**config.mk**
```make
export PLATFORM = sky130hd
export DESIGN_NAME = uartCore
export DESIGN_NICKNAME = d
export VERILOG_FILES = /design/src/common/uartPkg.sv /design/src/common/uartStatePkg.sv /design/src/source/uartCore.sv /design/src/uart/uartRx.sv /design/src/uart/uartTx.sv
export SDC_FILE = /design/constraint.sdc
export NUM_CORES = 1
export LEC_CHECK = 0
export ABC_AREA = 1
export BUFFER_PORTS_ARGS = -buffer_cell sky130_fd_sc_hd__buf_2
export CAP_MARGIN = 20
export CORE_AREA = 5 5 99 101
export DETAILED_ROUTE_END_ITERATION = 6
export DIE_AREA = 0 0 104 106
export PLACE_DENSITY_LB_ADDON = 0.3
export SLEW_MARGIN = 5
export SYNTH_ARGS = -nofsm -noshare
export SYNTH_HDL_FRONTEND = slang
export SYNTH_SLANG_ARGS = --single-unit
export TNS_END_PERCENT = 10
```
**constraint.sdc**
```tcl
create_clock -name clk -period 4.5 [get_ports clk]
set_input_delay 0.675 -clock clk [delete_from_list [all_inputs] [get_ports clk]]
set_output_delay 0.675 -clock clk [all_outputs]
set_load 0.01 [all_outputs]
```
**src/common/uartPkg.sv**
```systemverilog
// data types shared by both serial engines and the testbench.
package uartPkg;

	// character width of an 8N1 frame.
	localparam int byteBits = 8;

	// bits needed to index a data bit.
	localparam int indexBits = $clog2(byteBits);

	// one character as carried on the line.
	typedef logic [byteBits-1:0] uartByte_t;

	// position of the current data bit, LSB first.
	typedef logic [indexBits-1:0] bitIndex_t;

	// index of the final data bit before the stop bit.
	localparam bitIndex_t lastDataBit = bitIndex_t'(byteBits - 1);

endpackage

```
**src/common/uartStatePkg.sv**
```systemverilog
// FSM encodings of the transmit and receive engines.
package uartStatePkg;

	// transmitter walks the frame one section at a time.
	typedef enum logic [1:0] {
		txIdle,
		txStartBit,
		txDataBits,
		txStopBit
	} txState_t;

	// receiver adds a wait for a high line after a bad stop bit.
	typedef enum logic [2:0] {
		rxIdle,
		rxStartBit,
		rxDataBits,
		rxStopBit,
		rxWaitIdle
	} rxState_t;

endpackage

```
**src/source/uartCore.sv**
```systemverilog
`timescale 1ns/1ps

// UART core, one transmitter and one receiver.
// both engines run from the same bit period.
module uartCore
	import uartPkg::*;
#(
	// width of the bit-period count.
	parameter int clockScaleBits = 16
) (
	input logic clk,
	input logic rst,
	// clock cycles per bit, minus one, held during operation.
	input logic [clockScaleBits-1:0] cyclesPerBit,
	input uartByte_t txData,
	input logic txValid,
	input logic blockTransmission,
	input logic rx,
	output logic tx,
	output logic txBusy,
	output uartByte_t rxData,
	output logic rxValid,
	output logic rxFramingError
);

	// transmit side.
	uartTx #(
		.clockScaleBits(clockScaleBits)
	) tx0 (
		.clk(clk),
		.rst(rst),
		.cyclesPerBit(cyclesPerBit),
		.data(txData),
		.dataValid(txValid),
		.blockTransmission(blockTransmission),
		.tx(tx),
		.busy(txBusy)
	);

	// receive side, no back-pressure.
	uartRx #(
		.clockScaleBits(clockScaleBits)
	) rx0 (
		.clk(clk),
		.rst(rst),
		.cyclesPerBit(cyclesPerBit),
		.rx(rx),
		.data(rxData),
		.dataValid(rxValid),
		.framingError(rxFramingError)
	);

endmodule

```
**src/uart/uartRx.sv**
```systemverilog
`timescale 1ns/1ps

// 8N1 serial receiver.
// mid-bit sampling, glitch rejection on the start bit, stop-bit framing check.
module uartRx
	import uartPkg::*;
	import uartStatePkg::*;
#(
	parameter int clockScaleBits = 16
) (
	input logic clk,
	input logic rst,
	// clock cycles per bit, minus one.
	input logic [clockScaleBits-1:0] cyclesPerBit,
	// asynchronous serial input.
	input logic rx,
	output uartByte_t data,
	output logic dataValid,
	output logic framingError
);

	logic rxMeta;
	logic rxSync;
	rxState_t state;
	logic [clockScaleBits-1:0] bitTimer;
	logic [clockScaleBits-1:0] halfBit;
	bitIndex_t bitIndex;
	uartByte_t shiftReg;
	logic sampleTick;

	// delay to the middle of the start bit.
	assign halfBit = cyclesPerBit >> 1;
	// data bit sample point.
	assign sampleTick = (state == rxDataBits) && (bitTimer == '0);

	// two-flop synchronizer.
	// reset to the idle level so no false start edge follows reset.
	always_ff @(posedge clk) begin
		if (rst) begin
			rxMeta <= 1'b1;
			rxSync <= 1'b1;
		end else begin
			rxMeta <= rx;
			rxSync <= rxMeta;
		end
	end

	// LSB arrives first, so shift in from the top.
	always_ff @(posedge clk) begin
		if (sampleTick) begin
			shiftReg <= {rxSync, shiftReg[byteBits-1:1]};
		end
	end

	always_ff @(posedge clk) begin
		if (rst) begin
			state <= rxIdle;
			bitTimer <= '0;
			bitIndex <= '0;
			data <= '0;
			dataValid <= 1'b0;
			framingError <= 1'b0;
		end else begin
			// pulses last a single cycle.
			dataValid <= 1'b0;
			framingError <= 1'b0;
			case (state)
				rxIdle: begin
					// line is known high here, so low means a falling edge.
					bitIndex <= '0;
					bitTimer <= halfBit;
					if (!rxSync) begin
						state <= rxStartBit;
					end
				end
				rxStartBit: begin
					if (bitTimer == '0) begin
						// still low at mid start, a real frame.
						if (!rxSync) begin
							bitTimer <= cyclesPerBit;
							state <= rxDataBits;
						end else begin
							// glitch, drop it quietly.
							state <= rxIdle;
						end
					end else begin
						bitTimer <= bitTimer - 1'b1;
					end
				end
				rxDataBits: begin
					if (bitTimer == '0) begin
						bitTimer <= cyclesPerBit;
						if (bitIndex == lastDataBit) begin
							state <= rxStopBit;
						end else begin
							bitIndex <= bitIndex + 1'b1;
						end
					end else begin
						bitTimer <= bitTimer - 1'b1;
					end
				end
				rxStopBit: begin
					if (bitTimer == '0) begin
						if (rxSync) begin
							// good frame, publish the byte.
							data <= shiftReg;
							dataValid <= 1'b1;
							state <= rxIdle;
						end else begin
							// data stays at the last good byte.
							framingError <= 1'b1;
							state <= rxWaitIdle;
						end
					end else begin
						bitTimer <= bitTimer - 1'b1;
					end
				end
				rxWaitIdle: begin
					// hunt again only once the line is back high.
					if (rxSync) begin
						state <= rxIdle;
					end
				end
				default: begin
					state <= rxIdle;
				end
			endcase
		end
	end

	// a frame ends either good or bad, never both.
	pulsesExclusive: assert property (@(posedge clk) disable iff (rst)
		!(dataValid && framingError))
		else $error("uartRx: valid and framing error together");

	validOneCycle: assert property (@(posedge clk) disable iff (rst)
		dataValid |=> !dataValid)
		else $error("uartRx: dataValid longer than one cycle");

	errorOneCycle: assert property (@(posedge clk) disable iff (rst)
		framingError |=> !framingError)
		else $error("uartRx: framingError longer than one cycle");

endmodule

```
**src/uart/uartTx.sv**
```systemverilog
`timescale 1ns/1ps

// 8N1 serial transmitter.
// one frame per accepted byte with flow control via blockTransmission.
module uartTx
	import uartPkg::*;
	import uartStatePkg::*;
#(
	parameter int clockScaleBits = 16
) (
	input logic clk,
	input logic rst,
	// clock cycles per bit, minus one.
	input logic [clockScaleBits-1:0] cyclesPerBit,
	input uartByte_t data,
	input logic dataValid,
	// level sensitive block that holds the engine in idle.
	input logic blockTransmission,
	output logic tx,
	output logic busy
);

	txState_t state;
	logic [clockScaleBits-1:0] bitTimer;
	bitIndex_t bitIndex;
	bitIndex_t nextIndex;
	uartByte_t txByte;
	logic accept;
	logic bitDone;

	// strobe only counts in idle with the block released.
	assign accept = (state == txIdle) && !blockTransmission && dataValid;
	// busy also covers a blocked idle engine.
	assign busy = (state != txIdle) || blockTransmission;
	// last cycle of the current bit.
	assign bitDone = (bitTimer == cyclesPerBit);
	assign nextIndex = bitIndex + 1'b1;

	// byte is latched on acceptance, so the source may move on.
	always_ff @(posedge clk) begin
		if (accept) begin
			txByte <= data;
		end
	end

	always_ff @(posedge clk) begin
		if (rst) begin
			state <= txIdle;
			bitTimer <= '0;
			bitIndex <= '0;
			// idle line is high.
			tx <= 1'b1;
		end else begin
			case (state)
				txIdle: begin
					bitTimer <= '0;
					bitIndex <= '0;
					if (accept) begin
						// start bit on the next cycle.
						tx <= 1'b0;
						state <= txStartBit;
					end
				end
				txStartBit: begin
					if (bitDone) begin
						bitTimer <= '0;
						tx <= txByte[0];
						state <= txDataBits;
					end else begin
						bitTimer <= bitTimer + 1'b1;
					end
				end
				txDataBits: begin
					if (bitDone) begin
						bitTimer <= '0;
						if (bitIndex == lastDataBit) begin
							// stop bit follows the MSB.
							tx <= 1'b1;
							state <= txStopBit;
						end else begin
							bitIndex <= nextIndex;
							tx <= txByte[nextIndex];
						end
					end else begin
						bitTimer <= bitTimer + 1'b1;
					end
				end
				txStopBit: begin
					// tx is already high and the engine idles after one full bit.
					if (bitDone) begin
						bitTimer <= '0;
						state <= txIdle;
					end else begin
						bitTimer <= bitTimer + 1'b1;
					end
				end
				default: begin
					tx <= 1'b1;
					state <= txIdle;
				end
			endcase
		end
	end

	// line must rest high between frames.
	idleLineHigh: assert property (@(posedge clk) disable iff (rst)
		(state == txIdle) |-> tx)
		else $error("uartTx: tx low while idle");

	// busy only drops once a frame has run out through its stop bit.
	busyEndsAtStop: assert property (@(posedge clk) disable iff (rst)
		($fell(busy) && !$past(blockTransmission)) |-> $past(state == txStopBit))
		else $error("uartTx: busy dropped outside the stop bit");

endmodule
```
==> impl_results.md <==
* Fin util at 50.1%
* Die height at 106 um
* CP startpoint kind: flip-flop
* Top sig layer: met4
* 1st-pass router iterations at 4
* Initial DRC count at 184
* Drt drc at 0
* Asr flop ratio synth at 0%
* Status: complete, no violations
* Worst slew margin at 41.7%
* Syn avg cell area at 7.02 um^2
* Syn Inst Count at 571
* CTS tree: yes
* Peak supply drop at 0.195 mV
* Met3 wire len at 460 um
* Hold WS at 432 ps
* Synth unique cells at 41
* GRT Util Overall at 17.4%
* Final min period at 2390 ps
* Syn nets at 610
* WL/cell at 12.9 um
* Setup Skew at 12.7 ps
* Combinational family with the most area after synthesis: simple AND/OR/NAND/NOR gates
* M1 WL at 4290 um
* Worst R2R Setup Slack at 2110 ps
* FF-to-FF Start: tx0.state[0]
* Simple-gate portion of the synthesized area at 34.4%
* Hold crit path type: reg -> reg
* Slew Limit Fails at 0
* Share of the yosys chip area belonging to registers at 40.0%
* Final setup viols at 0
* Number of synthesized register bits at 72
* Post-Synth Adder-Cell Area at 3.12%
* Hold Crit Depth at 1
* GPL Wtd Cong at 0.910
* Maximum Capacitance Violations at 0
* Via count at 3677
* Hold endpoint: rx0.rxSync
* Total Die Area at 11000 um^2
* TNS Setup at 0 ps
* Post-synthesis compound-gate area fraction at 11.5%
* Largest net degree at the start of global routing at 31
* Cell depth of the worst flop-to-flop path at 10
* Clock sink total at 72
* Clock root cell: clkbuf_8
* EDFF count, synth at 16
* LEAKAGE at 1.99 nW
* Reg-to-reg endpoint: tx0.state[1]
* Slew @ Worst Pin at 872 ps
* Total Wirelength at 9390 um
* Post-synthesis xor/xnor area fraction at 3.28%
* Post-CTS Hold Buffers at 0
* Final #Nets at 651
* Starting Density at 44.9%
* Final Cycle Share at 53.1%
* Clk buf depth at 2
* Vias in the first global route at 3536
* Post-synthesis mux area share at 0%
* Final ANT Viol Nets at 0
* Core box area at 8930 um^2
* Layout cell share with drive strength beyond 1 at 14.4%
* Area growth, synth to finish at 11.8%
* Clock latency on the worst-skew pair at 350 ps
* H-tree Lvls at 3
* Met2 wire len at 4480 um
* Yosys Warn Count at 0
* Post-DP HPWL at 7000 um
* Largest fanout on the critical path at 9
* Clock transition at path regs at 80 ps
* Setup bufs post-CTS at 0
* # diodes at 0
* Hold path start: rx0.rxMeta
* Ys flop type: dfxtp_1
* PwrDens at 541 nW/um^2
* PortBufs at 40
* F_max at 0.418 GHz
* Critical path class: reg -> reg
* DR vias/cell at 5.05
* Arrival time at the worst endpoint at 2630 ps
* CTS Buf Count at 9
* RSZ-0062 raised after global routing: no
* Worst endpoint required time at 4740 ps
* Post-CTS sizing at 0
* Gr ovfl total at 0
* Final hold viol count at 0
* Mapped cell area at 4010 um^2
* Kind of end point of the critical path: flip-flop
* First-pass GRT wire length at 16100 um
* Die Wd at 104 um
* Rows at 35
* Num ports at 41
* Initial antenna violation count at 0
[registers in the layout (all words and copies together) (netlist names), 2 cells and up]
name / cells
rx0.bitIndex: 3
rx0.bitTimer: 16
rx0.data: 8
rx0.shiftReg: 8
rx0.state: 3
tx0.bitIndex: 3
tx0.bitTimer: 16
tx0.state: 2
tx0.txByte: 8
[through the flow]
step	cell area (um^2)	total power, mW	cells	setup slack (ps)
after floorplan	4010	1.71	571	2490
after detailed placement	4300	1.93	712	2040
after global placement	4300	1.90	712	2140
after global routing	4480	2.62	728	1910
final	4480	2.43	728	2110
after CTS	4480	2.42	728	2110
[final cells by class]
cell class	count	area [um^2]
inverters	68	255
flip-flops and latches	72	1600
clock inverters	3	42.5
fillers	933	4450
clock buffers	13	139
well taps	111	139
multi-input cells	420	2090
repair buffers	41	208
[metal layers]
layer | track usage (%) | vias to the layer above
met5 | 0 | -
met4 | 6.94 | 0
met3 | 3.52 | 16
met2 | 30.0 | 87
met1 | 21.3 | 1649
li1 | - | 1925
[worst max path at each step]
| stage | endpoint | cells past startpoint | slack (ps) | startpoint |
|---|---|---|---|---|
| floorplan | tx0.tx | 7 | 2490 | blockTransmission |
| global placement | tx0.state[1] | 8 | 2140 | blockTransmission |
| detailed placement | tx0.state[1] | 8 | 2040 | blockTransmission |
| CTS | tx0.state[1] | 10 | 2110 | tx0.state[0] |
| global route | tx0.state[1] | 10 | 1910 | tx0.state[0] |
| finish | tx0.state[1] | 10 | 2110 | tx0.state[0] |
[where the power goes]
group	internal (mW)	switching [mW]
Sequential	0.757	0.103
Clock	0.256	0.236
Combinational	0.362	0.711
[cells in the mapped netlist (4+ instances only)]
cell type,number,area share [%]
a21oi_1,31,3.9
clkbuf_1,6,0.56
dfxtp_1,56,28
edfxtp_1,16,12
ha_1,10,3.1
inv_1,52,4.9
inv_2,14,1.3
nand2_1,140,13
nand3_1,28,3.5
nand4_1,4,0.62
nor2_1,95,8.9
nor3_1,12,1.5
o21ai_0,10,1.2
o21ai_1,34,4.2
or2_2,5,0.78
xor2_1,12,2.6
[kinds of logic after synthesis]
kind of cell               count (synthesis)
and+or+nand+nor                          308
AOI/OAI and AO/OA                         87
DFF                                       72
buffers and inverters                     79
adders and majority gates                 10
xor gates and xnor gates                  15
[critical path: stages (launching register included)]
cell     delay, ps
dfxtp_1        350
inv_1           90
ha_1           210
inv_2           80
or2_1          230
nor2_1         620
nor2_1         120
a21oi_1        330
nand3_1        140
nand2_1         90
nor2_1          40
[cell usage in the layout, fill, tap and decap left out, types with 3 or more instances in the layout]
cell type | netlist | routed
nor3_1 | 12 | 12
inv_1 | 52 | 52
nand4_1 | 4 | 4
clkbuf_1 | 6 | 4
o21ai_1 | 34 | 34
clkbuf_8 | 0 | 9
nor3_2 | 3 | 3
o22ai_1 | 3 | 3
nand3_1 | 28 | 28
nand2_2 | 3 | 3
nand2_1 | 140 | 140
edfxtp_1 | 16 | 16
nor4_1 | 3 | 3
or2_2 | 5 | 5
inv_2 | 14 | 14
buf_2 | 3 | 40
xor2_1 | 12 | 12
xnor2_1 | 3 | 3
dfxtp_1 | 56 | 56
nor2_1 | 95 | 95
ha_1 | 10 | 10
a21oi_1 | 31 | 31
o21ai_0 | 10 | 10
Power figures use the tool's default switching activity.
